### src/hdl/cart_pkg.sv
// cartridge header definitions
package cart_pkg;

	//////////////////////////////////////////////////
	// basic types
	//////////////////////////////////////////////////

	// console region, JP=0 US=1 EU=2
	typedef logic [1:0] region_t;
	// how the region is chosen
	typedef logic [1:0] region_mode_t;
	// header priority order
	typedef logic [1:0] region_prio_t;
	// eight ascii characters, first character in the top byte
	typedef logic [63:0] cart_id_t;
	// light gun sensor delay
	typedef logic [7:0] gun_delay_t;

	// per-title quirk flags
	typedef struct packed {
		logic sram;
		logic eeprom;
		logic fifo;
		logic noram;
		logic pier;
		logic svp;
		logic fmbusy;
		logic schan;
	} quirk_t;

	//////////////////////////////////////////////////
	// codes
	//////////////////////////////////////////////////

	localparam region_t REGION_JP = 2'd0;
	localparam region_t REGION_US = 2'd1;
	localparam region_t REGION_EU = 2'd2;

	// modes at or above REGION_MODE_OFF are disabled
	localparam region_mode_t REGION_MODE_FILE = 2'd0;
	localparam region_mode_t REGION_MODE_HDR  = 2'd1;
	localparam region_mode_t REGION_MODE_OFF  = 2'd2;

	localparam region_prio_t PRIO_UEJ = 2'd0;
	localparam region_prio_t PRIO_EUJ = 2'd1;
	localparam region_prio_t PRIO_UJE = 2'd2;
	localparam region_prio_t PRIO_JUE = 2'd3;

	// header word byte addresses
	localparam int unsigned HDR_ID0_ADDR    = 'h182;
	localparam int unsigned HDR_ID1_ADDR    = 'h184;
	localparam int unsigned HDR_ID2_ADDR    = 'h186;
	localparam int unsigned HDR_ID3_ADDR    = 'h188;
	localparam int unsigned HDR_ID4_ADDR    = 'h18A;
	localparam int unsigned HDR_QUIRK_ADDR  = 'h18C;
	localparam int unsigned HDR_REGION0_ADDR = 'h1F0;
	localparam int unsigned HDR_REGION1_ADDR = 'h1F2;
	localparam int unsigned HDR_END_ADDR    = 'h200;

	localparam gun_delay_t DEFAULT_GUN_DELAY = 8'd44;

endpackage

### src/hdl/cheat_pkg.sv
// cheat code word layout
package cheat_pkg;

	//////////////////////////////////////////////////
	// code word
	//////////////////////////////////////////////////

	// number of 16-bit words in one code
	localparam int unsigned CHEAT_WORDS = 8;
	// byte offset of the final word, completes the code
	localparam int unsigned CHEAT_LAST_OFFSET = 14;

	// consumer view, 32-bit fields
	// replace sits on top so that load slot n lands in word n
	typedef struct packed {
		logic [31:0] replace;
		logic [31:0] compare;
		logic [31:0] address;
		logic [31:0] flags;
	} cheat_fields_t;

	// loader view is word[slot], slot = byte offset / 2
	// slot 0/1 flags lo/hi, 2/3 address, 4/5 compare, 6/7 replace
	typedef union packed {
		logic [CHEAT_WORDS-1:0][15:0] word;
		cheat_fields_t                field;
	} cheat_code_t;

endpackage

### src/hdl/dl_bus_if.sv
// download bus
interface dl_bus_if #(
	parameter int DL_ADDR_W = 25
) ();

	// one-cycle write strobe
	logic                 wr;
	// byte address of the word
	logic [DL_ADDR_W-1:0] addr;
	logic [15:0]          data;
	// high for the whole download
	logic                 active;

	modport source (
		output wr, addr, data, active
	);

	modport sink (
		input wr, addr, data, active
	);

endinterface

### src/hdl/header_scanner.sv
// cartridge header scanner
module header_scanner import cart_pkg::*; #(
	parameter int DL_ADDR_W = 25
) (
	input  logic       clk_sys,
	input  logic       RESET,
	dl_bus_if.sink     bus,
	output cart_id_t   cart_id,
	output logic       id_done,
	output logic       hdr_j,
	output logic       hdr_u,
	output logic       hdr_e,
	output logic       hdr_ready
);

	localparam logic [DL_ADDR_W-1:0] A_ID0   = DL_ADDR_W'(HDR_ID0_ADDR);
	localparam logic [DL_ADDR_W-1:0] A_ID1   = DL_ADDR_W'(HDR_ID1_ADDR);
	localparam logic [DL_ADDR_W-1:0] A_ID2   = DL_ADDR_W'(HDR_ID2_ADDR);
	localparam logic [DL_ADDR_W-1:0] A_ID3   = DL_ADDR_W'(HDR_ID3_ADDR);
	localparam logic [DL_ADDR_W-1:0] A_ID4   = DL_ADDR_W'(HDR_ID4_ADDR);
	localparam logic [DL_ADDR_W-1:0] A_QUIRK = DL_ADDR_W'(HDR_QUIRK_ADDR);
	localparam logic [DL_ADDR_W-1:0] A_REG0  = DL_ADDR_W'(HDR_REGION0_ADDR);
	localparam logic [DL_ADDR_W-1:0] A_REG1  = DL_ADDR_W'(HDR_REGION1_ADDR);
	localparam logic [DL_ADDR_W-1:0] A_END   = DL_ADDR_W'(HDR_END_ADDR);

	logic       active_q;
	logic       hdr_wr;
	logic [2:0] region_hit;

	// one header byte as {j, u, e}
	function automatic logic [2:0] classify(input logic [7:0] ch);
		logic [2:0] jue;
		jue = 3'b000;
		if (ch == "J") begin
			jue = 3'b100;
		end else if (ch == "U") begin
			jue = 3'b010;
		end else if (ch >= "0" && ch <= "Z") begin
			jue = 3'b001;
		end
		return jue;
	endfunction

	assign hdr_wr = bus.wr & bus.active;

	// 0x1F0 carries two region letters, 0x1F2 only one in the low byte
	always_comb begin
		region_hit = 3'b000;
		if (hdr_wr && bus.addr == A_REG0) begin
			region_hit = classify(bus.data[7:0]) | classify(bus.data[15:8]);
		end else if (hdr_wr && bus.addr == A_REG1) begin
			region_hit = classify(bus.data[7:0]);
		end
	end

	//////////////////////////////////////////////////
	// product id, words arrive low byte first
	//////////////////////////////////////////////////
	always_ff @(posedge clk_sys) begin
		if (hdr_wr) begin
			case (bus.addr)
				A_ID0: cart_id[63:56] <= bus.data[15:8];
				A_ID1: cart_id[55:40] <= {bus.data[7:0], bus.data[15:8]};
				A_ID2: cart_id[39:24] <= {bus.data[7:0], bus.data[15:8]};
				A_ID3: cart_id[23:8]  <= {bus.data[7:0], bus.data[15:8]};
				A_ID4: cart_id[7:0]   <= bus.data[7:0];
				default: ;
			endcase
		end
	end

	//////////////////////////////////////////////////
	// flags and ready level
	//////////////////////////////////////////////////
	always_ff @(posedge clk_sys) begin
		if (RESET) begin
			active_q  <= 1'b0;
			id_done   <= 1'b0;
			hdr_ready <= 1'b0;
			{hdr_j, hdr_u, hdr_e} <= 3'b000;
		end else begin
			active_q <= bus.active;
			// id is complete once the quirk word shows up
			id_done  <= hdr_wr && bus.addr == A_QUIRK;
			// new download starts with no letters seen
			if (bus.active && !active_q) begin
				{hdr_j, hdr_u, hdr_e} <= region_hit;
			end else begin
				{hdr_j, hdr_u, hdr_e} <= {hdr_j, hdr_u, hdr_e} | region_hit;
			end
			if (!bus.active && active_q) begin
				hdr_ready <= 1'b0;
			end else if (hdr_wr && bus.addr == A_END) begin
				hdr_ready <= 1'b1;
			end
		end
	end

endmodule

### src/hdl/quirk_table.sv
// per-title quirk lookup
module quirk_table import cart_pkg::*; (
	input  logic       clk_sys,
	input  logic       RESET,
	input  cart_id_t   cart_id,
	input  logic       id_done,
	output quirk_t     quirks,
	output logic       gun_type,
	output gun_delay_t gun_delay
);

	quirk_t     quirk_next;
	logic       gun_type_next;
	gun_delay_t gun_delay_next;

	// quirk flags, at most one per title
	always_comb begin
		quirk_next = '0;
		case (cart_id)
			"T-081276", "T-81406 ", "T-081586", "T-81576 ", "T-81476 ":
				quirk_next.sram = 1'b1;
			"MK-1215 ", "G-4060  ", "00001211", "MK-1228 ", "G-5538  ",
			"00004076", "T-12046 ", "T-12053 ", "G-4524  ":
				quirk_next.eeprom = 1'b1;
			// fake ram check in the game code
			"T-113016": quirk_next.noram = 1'b1;
			"T-89016 ": quirk_next.fifo = 1'b1;
			"T-574023", "T-574013": quirk_next.pier = 1'b1;
			// svp carts, both regions
			"MK-1229 ", "G-7001  ": quirk_next.svp = 1'b1;
			"T-35036 ", "T-25073 ", "MK-1137-":
				quirk_next.fmbusy = 1'b1;
			// question marks are literal, as stored in the header
			"T-68???-": quirk_next.schan = 1'b1;
			default: ;
		endcase
	end

	// light gun device and sensor timing
	always_comb begin
		gun_type_next  = 1'b0;
		gun_delay_next = DEFAULT_GUN_DELAY;
		case (cart_id)
			"MK-1533 ": gun_delay_next = 8'd100;
			"T-95096-": begin
				gun_type_next  = 1'b1;
				gun_delay_next = 8'd52;
			end
			"T-95136-": begin
				gun_type_next  = 1'b1;
				gun_delay_next = 8'd30;
			end
			"MK-1658 ": gun_delay_next = 8'd120;
			"T-081156": gun_delay_next = 8'd126;
			default: ;
		endcase
	end

	// reload everything once per id, unknown ids fall back to defaults
	always_ff @(posedge clk_sys) begin
		if (RESET) begin
			quirks    <= '0;
			gun_type  <= 1'b0;
			gun_delay <= DEFAULT_GUN_DELAY;
		end else if (id_done) begin
			quirks    <= quirk_next;
			gun_type  <= gun_type_next;
			gun_delay <= gun_delay_next;
		end
	end

endmodule

### src/hdl/region_select.sv
// console region selection
module region_select import cart_pkg::*; (
	input  logic         clk_sys,
	input  logic         RESET,
	input  logic         hdr_j,
	input  logic         hdr_u,
	input  logic         hdr_e,
	input  logic         hdr_ready,
	input  region_mode_t region_mode,
	input  region_prio_t region_prio,
	input  logic [7:0]   file_index,
	output region_t      region,
	output logic         region_set
);

	logic       ready_q;
	logic       mode_off;
	logic [2:0] hdr_flags;
	region_t    hdr_pick;

	// first flagged region of the order, else the first of the order
	function automatic region_t first_set(
		input logic [2:0] flags,
		input region_t    r0,
		input region_t    r1,
		input region_t    r2
	);
		region_t pick;
		pick = r0;
		if (flags[r0]) begin
			pick = r0;
		end else if (flags[r1]) begin
			pick = r1;
		end else if (flags[r2]) begin
			pick = r2;
		end
		return pick;
	endfunction

	// indexed by region code
	assign hdr_flags = {hdr_e, hdr_u, hdr_j};
	assign mode_off  = region_mode >= REGION_MODE_OFF;

	always_comb begin
		case (region_prio)
			PRIO_UEJ: hdr_pick = first_set(hdr_flags, REGION_US, REGION_EU, REGION_JP);
			PRIO_EUJ: hdr_pick = first_set(hdr_flags, REGION_EU, REGION_US, REGION_JP);
			PRIO_UJE: hdr_pick = first_set(hdr_flags, REGION_US, REGION_JP, REGION_EU);
			default:  hdr_pick = first_set(hdr_flags, REGION_JP, REGION_US, REGION_EU);
		endcase
	end

	//////////////////////////////////////////////////
	// decision on the header-ready edges
	//////////////////////////////////////////////////
	always_ff @(posedge clk_sys) begin
		if (RESET) begin
			ready_q    <= 1'b0;
			region     <= REGION_JP;
			region_set <= 1'b0;
		end else begin
			ready_q <= hdr_ready;
			// disabled mode leaves both outputs alone
			if (!mode_off) begin
				if (hdr_ready && !ready_q) begin
					if (region_mode == REGION_MODE_HDR) begin
						region     <= hdr_pick;
						region_set <= 1'b1;
					end else begin
						// file extension index, region in the top bits
						region     <= file_index[7:6];
						region_set <= |file_index;
					end
				end else if (!hdr_ready && ready_q) begin
					region_set <= 1'b0;
				end
			end
		end
	end

endmodule

### src/hdl/cheat_loader.sv
// cheat code assembler
module cheat_loader import cheat_pkg::*; #(
	parameter int DL_ADDR_W = 25
) (
	input  logic        clk_sys,
	input  logic        RESET,
	dl_bus_if.sink      bus,
	output cheat_code_t cheat_code,
	output logic        code_valid,
	output logic        cheat_reset
);

	logic code_wr;
	logic last_word;

	// only even offsets 0 to 14 carry code words
	assign code_wr   = bus.wr & bus.active & ~bus.addr[0];
	assign last_word = bus.addr[3:0] == 4'(CHEAT_LAST_OFFSET);

	// restart of the code list, seen while the first word is written
	assign cheat_reset = bus.wr & bus.active & (bus.addr == {DL_ADDR_W{1'b0}});

	// slot is the word offset
	always_ff @(posedge clk_sys) begin
		if (code_wr) begin
			cheat_code.word[bus.addr[3:1]] <= bus.data;
		end
	end

	// one pulse when the replace high word lands
	always_ff @(posedge clk_sys) begin
		if (RESET) begin
			code_valid <= 1'b0;
		end else begin
			code_valid <= code_wr & last_word;
		end
	end

endmodule

### src/hdl/rom_write_sync.sv
// rom write request sync
module rom_write_sync #(
	parameter int DL_ADDR_W = 25
) (
	input  logic                 clk_sys,
	input  logic                 RESET,
	dl_bus_if.sink               bus,
	input  logic                 rom_wr_ack,
	output logic                 rom_wr_req,
	output logic [DL_ADDR_W-2:0] rom_addr,
	output logic [15:0]          rom_data,
	output logic                 rom_wait
);

	logic rom_wr;

	assign rom_wr = bus.wr & bus.active;

	// word address and byte-swapped data for the memory
	always_ff @(posedge clk_sys) begin
		if (rom_wr) begin
			rom_addr <= bus.addr[DL_ADDR_W-1:1];
			rom_data <= {bus.data[7:0], bus.data[15:8]};
		end
	end

	//////////////////////////////////////////////////
	// toggle request, wait until ack catches up
	//////////////////////////////////////////////////
	always_ff @(posedge clk_sys) begin
		if (RESET) begin
			rom_wr_req <= 1'b0;
			rom_wait   <= 1'b0;
		end else if (rom_wr) begin
			// an early write still goes out and toggles again
			rom_wr_req <= ~rom_wr_req;
			rom_wait   <= 1'b1;
		end else if (rom_wait && rom_wr_ack == rom_wr_req) begin
			rom_wait <= 1'b0;
		end
	end

endmodule

### src/hdl/cart_frontend.sv
// cartridge download front end
module cart_frontend import cart_pkg::*, cheat_pkg::*; #(
	parameter int DL_ADDR_W = 25
) (
	input  logic                 clk_sys,
	input  logic                 RESET,
	// host download port
	input  logic                 dl_active,
	input  logic                 dl_wr,
	input  logic [7:0]           dl_index,
	input  logic [DL_ADDR_W-1:0] dl_addr,
	input  logic [15:0]          dl_data,
	input  region_mode_t         region_mode,
	input  region_prio_t         region_prio,
	// rom memory port
	input  logic                 rom_wr_ack,
	output logic                 rom_wr_req,
	output logic [DL_ADDR_W-2:0] rom_addr,
	output logic [15:0]          rom_data,
	output logic                 rom_wait,
	// cartridge settings
	output quirk_t               quirks,
	output logic                 gun_type,
	output gun_delay_t           gun_delay,
	output region_t              region,
	output logic                 region_set,
	// cheat codes
	output cheat_code_t          cheat_code,
	output logic                 code_valid,
	output logic                 cheat_reset
);

	logic     code_index;
	cart_id_t cart_id;
	logic     id_done;
	logic     hdr_j, hdr_u, hdr_e;
	logic     hdr_ready;

	dl_bus_if #(.DL_ADDR_W(DL_ADDR_W)) cart_bus ();
	dl_bus_if #(.DL_ADDR_W(DL_ADDR_W)) cheat_bus ();

	//////////////////////////////////////////////////
	// index all ones is a cheat list, else a cart
	//////////////////////////////////////////////////
	assign code_index = &dl_index;

	assign cart_bus.active  = dl_active & ~code_index;
	assign cart_bus.wr      = dl_wr & dl_active & ~code_index;
	assign cart_bus.addr    = dl_addr;
	assign cart_bus.data    = dl_data;

	assign cheat_bus.active = dl_active & code_index;
	assign cheat_bus.wr     = dl_wr & dl_active & code_index;
	assign cheat_bus.addr   = dl_addr;
	assign cheat_bus.data   = dl_data;

	header_scanner #(.DL_ADDR_W(DL_ADDR_W)) u_header_scanner (
		.clk_sys, .RESET, .bus(cart_bus),
		.cart_id, .id_done, .hdr_j, .hdr_u, .hdr_e, .hdr_ready
	);

	quirk_table u_quirk_table (
		.clk_sys, .RESET, .cart_id, .id_done, .quirks, .gun_type, .gun_delay
	);

	region_select u_region_select (
		.clk_sys, .RESET, .hdr_j, .hdr_u, .hdr_e, .hdr_ready,
		.region_mode, .region_prio, .file_index(dl_index), .region, .region_set
	);

	cheat_loader #(.DL_ADDR_W(DL_ADDR_W)) u_cheat_loader (
		.clk_sys, .RESET, .bus(cheat_bus), .cheat_code, .code_valid, .cheat_reset
	);

	rom_write_sync #(.DL_ADDR_W(DL_ADDR_W)) u_rom_write_sync (
		.clk_sys, .RESET, .bus(cart_bus),
		.rom_wr_ack, .rom_wr_req, .rom_addr, .rom_data, .rom_wait
	);

endmodule

### config.mk
export PLATFORM = sky130hd
export DESIGN_NAME = cart_frontend
export DESIGN_NICKNAME = d
export VERILOG_FILES = /design/src/hdl/cart_pkg.sv /design/src/hdl/cheat_pkg.sv /design/src/hdl/dl_bus_if.sv /design/src/hdl/header_scanner.sv /design/src/hdl/quirk_table.sv /design/src/hdl/region_select.sv /design/src/hdl/cheat_loader.sv /design/src/hdl/rom_write_sync.sv /design/src/hdl/cart_frontend.sv
export SDC_FILE = /design/constraint.sdc
export NUM_CORES = 1
export LEC_CHECK = 0
export BUFFER_PORTS_ARGS = -buffer_cell sky130_fd_sc_hd__buf_2
export CAP_MARGIN = 40
export CORE_MARGIN = 1
export CORE_UTILIZATION = 45
export DETAILED_ROUTE_END_ITERATION = 8
export PLACE_DENSITY = 0.7
export SKIP_LAST_GASP = 1
export SYNTH_ARGS = -nofsm -noshare
export SYNTH_HDL_FRONTEND = slang
export SYNTH_SLANG_ARGS = --single-unit
### constraint.sdc
create_clock -name clk_sys -period 5.8 [get_ports clk_sys]
set_clock_uncertainty 0.2 [all_clocks]
set_input_delay 0.58 -clock clk_sys [delete_from_list [all_inputs] [get_ports clk_sys]]
set_output_delay 0.58 -clock clk_sys [all_outputs]
set_load 0.02 [all_outputs]
==> summary.md <==
| Metric | Value |
|---|---|
| Period Utilization, post-route | `0.583` |
| Power Density | `about 310 nW/um^2` |
| Worst Tran Pin Value | `0.899 ns` |
| Worst EP required | `approximately 5 ns` |
| Adder-Cell Fraction of Synth Area | `0.00130` |
| Clock Tree Buf Depth | `3` |
| Leak | `4.25 nW` |
| Cells after Synth | `610` |
| Simple-gate share of the synthesized area | `0.165` |
| Commonest cells post-synth | `edfxtp_1, nor2_1, nand2_1` |
| Unrepaired setup endpoints after global routing | `no` |
| Largest net degree at the start of global routing | `43` |
| WP buf/inv | `2` |
| Die ar. | `about 22,000 sq um` |
| VDD IR max | `about 0.33 mV` |
| Post-layout nets | `between 900 and 1,000` |
| Final min period | `roughly 3.4 ns` |
| CP Capture Type | `primary output` |
| Setup Viol. Count Final | `0` |
| Instance count on the critical path | `7` |
| Area occupied by multi-input gates | `2030 sq um` |
| Post-Route WL | `25,500 um` |
| Worst path slowest cell | `or4_1` |
| Cts bufs inserted | `26` |
| Relative slew margins | `0.400` |
| Via count | `around 6,500` |
| Clock root buffer | `clkbuf_16` |
| Seq. cell area | `~7500 sq um` |
| Site row count | `53` |
| Compound-Gate Fraction of Synth Area | `0.0407` |
| Port bufs | `approximately 250` |
| Vias in the first global route | `6,262` |
| Share of post-route cells with drive strength above 1 | `0.345` |
| Die Y | `between 100 and 150 um` |
| Async S/R FF share, synth | `0` |
| Layout Area Growth over Synthesis | `25.4%` |
| Post-CTS Setup Inserts | `0` |
| Num ports | `250` |
| Hold path depth | `1` |
| Slew Limit Fails | `0` |
| Multiplexer share of the synthesized area | `0` |
| Dpl hpwl | `between 15,000 and 20,000 um` |
| Setup CP Type | `input port to primary output` |
| Largest area contributor in the netlist | `edfxtp_1` |
| Register area share after synthesis | `0.782` |
| Count leader, synth | `edfxtp_1` |
| Mean Syn Cell Area | `15.8 sq um` |
| Clock tree from TritonCTS | `built` |
| H-Tree Depth | `1` |
| Hold_ws | `0.0506 ns` |
| Worst Path Arrival | `2.60 ns` |
| Hold WC Path Type | `input port to flip-flop` |
| DRC | `0` |
| Die span in x | `between 100 and 150 um` |
| TritonCTS Sinks | `260` |
| Initial cell density of the core | `0.458` |
| Yosys top cell area share | `0.724` |
| Antenna-violating nets left | `0` |
| Ranking of synthesized cells by area | `edfxtp_1, dfxtp_1, nor2_1, nor4_1, nand2_1` |
| Max Cap Violations | `0` |
| FMAX | `~300 MHz` |
| Dpl cells | `roughly 1,100` |
| Seq cells post-synth | `between 200 and 300` |
| Drt pass-1 iters | `5` |
| Post-Syn Area | `~9600 sq um` |
| Clk slew on worst S/H paths | `about 0.060 ns` |
| Outcome | `finished clean` |
| CP Launch Type | `input port` |
| DR vias/cell | `around 5.5` |
| Fin util | `0.574` |
| Fillers | `about 1,700` |
| Antenna diodes | `0` |
| Slowest stage delay, CP | `roughly 0.45 ns` |
| Ys flop type | `edfxtp_1` |
| Post-CTS resize count | `0` |
| Fin cells | `between 1,000 and 1,500` |
| Fin. Hold Viols | `0` |
| Unique masters post-synth | `around 60` |
| Antenna violations before repair | `0` |
| Number of synthesized flops with an enable pin | `232` |
| First-pass GRT wire length | `37,700 um` |
| YS warnings | `0` |
| GRT Total Usage | `0.232` |
| Initial DRC count | `519` |
| Grt total ovfl | `0` |
| Cts hold-fix bufs | `0` |
| Combinational family with the most area after synthesis | `simple AND/OR/NAND/NOR gates` |
| Clock latency on the worst-skew pair | `about 0.52 ns` |
| CP delay by family, top | `simple AND/OR/NAND/NOR gates` |
| Worst-path cell chain | `buf_2 > nor4_1 > nand4_1 > or4_1 > nor4_1 > nor3b_1 > buf_2` |
| XOR/XNOR share of the synthesized area | `0.00273` |
| RePlAce Congestion | `~0.95` |
| Core Box Area | `21,000 sq um` |
| DR WL/cell | `about 22 um` |
| Worst Path Max Fanout | `2` |
| Final Total Pwr | `0.00377 W` |
| R2r worst-path depth | `6` |
| TNS Setup | `0 ns` |
==> report_power, final <==
part | internal (W) | switching (W)
combinational | 0.0000348 | 0.0000995
sequential | 0.00206 | 0.00000603
clock | 0.000909 | 0.000665
total | 0.00300 | 0.000770
==> final cells by class <==
| type | count | share of cell area |
|---|---|---|
| clock inverter | 6 | 0.00290 |
| inverter | 8 | 0.00249 |
| clock buffer | 42 | 0.0639 |
| timing repair buffer | 259 | 0.111 |
| multi-input combinational | 332 | 0.168 |
| tap | 275 | 0.0285 |
| sequential | 260 | 0.623 |
==> kinds of logic (layout without fill, tap and decap cells) <==
kind of cell | count (synthesis) | in the layout
adder cells (fa/ha/maj) | 1 | 1
other | 1 | 2
flip-flops | 260 | 260
buffers and inverters | 19 | 315
AND/OR/NAND/NOR | 267 | 267
XOR/XNOR | 3 | 3
AO/OA/AOI/OAI | 59 | 59
==> path summary, 6_finish.rpt <==
| check | startpoint | to | slack, ns |
|---|---|---|---|
| worst max-delay path | dl_addr[12] | cheat_reset | 2.42 |
| worst min-delay path | dl_addr[12] | u_rom_write_sync.rom_addr[11]$_DFFE_PP_ | 0.05 |
| worst max register to register | u_header_scanner.cart_id[31]$_DFFE_PP_ | u_quirk_table.gun_delay[3]$_SDFFE_PP1P_ | 2.94 |
| worst min register to register | u_region_select.region[1]$_SDFFE_PP0P_ | u_region_select.region[1]$_SDFFE_PP0P_ | 0.25 |
==> per-layer routing <==
metal | GRT usage | vias to the layer above | routed length (um)
li1 | - | 2977 | -
met1 | 0.287 | 3127 | 10000
met2 | 0.400 | 320 | 12800
met3 | 0.0607 | 39 | 2160
met4 | 0.0660 | 0 | 523
met5 | 0 | - | 0
==> worst reg2reg max path: cells and delay by family, from the launching register on <==
kind	cells	cell delay, ns
compound gates	1	0.18
flops	1	0.40
simple gates	5	1.99
==> registers in the layout, indices dropped and copies added (netlist names), 2 cells and up <==
signal,count
u_cheat_loader.cheat_code,128
u_header_scanner.cart_id,64
u_quirk_table.gun_delay,6
u_quirk_table.quirks,8
u_region_select.region,2
u_rom_write_sync.rom_addr,24
u_rom_write_sync.rom_data,16
==> metrics by stage <==
stage	setup WS, ns	cell area (sq um)
after CTS	2.40	12100
after floorplan	2.80	9630
final	2.42	12100
after global placement	2.06	11200
after detailed placement	2.23	11300
after global routing	2.23	12100
==> layout by cell type (no fill, tap or decap), types with 3 or more instances in the layout <==
| cell type | n |
|---|---|
| o21ai_1 | 4 |
| dfxtp_1 | 28 |
| or4b_1 | 3 |
| nor4b_1 | 4 |
| nor3b_1 | 3 |
| nor4bb_1 | 5 |
| nand4b_1 | 4 |
| inv_1 | 7 |
| and4bb_2 | 4 |
| nor2b_1 | 12 |
| nor4_1 | 24 |
| or3_1 | 9 |
| a31oi_1 | 3 |
| nor3_1 | 22 |
| nand4bb_1 | 8 |
| nand3b_1 | 6 |
| edfxtp_1 | 232 |
| or2_2 | 3 |
| buf_4 | 8 |
| nand3_1 | 20 |
| buf_2 | 248 |
| buf_6 | 3 |
| clkbuf_16 | 27 |
| nand2_1 | 39 |
| clkinv_2 | 4 |
| nand2b_1 | 16 |
| or4_1 | 5 |
| a21oi_1 | 20 |
| clkbuf_8 | 4 |
| nand4_1 | 18 |
| nor2_1 | 47 |
| o21ai_0 | 9 |
| clkbuf_1 | 11 |
No activity file was read; power rests on OpenSTA's default activity.
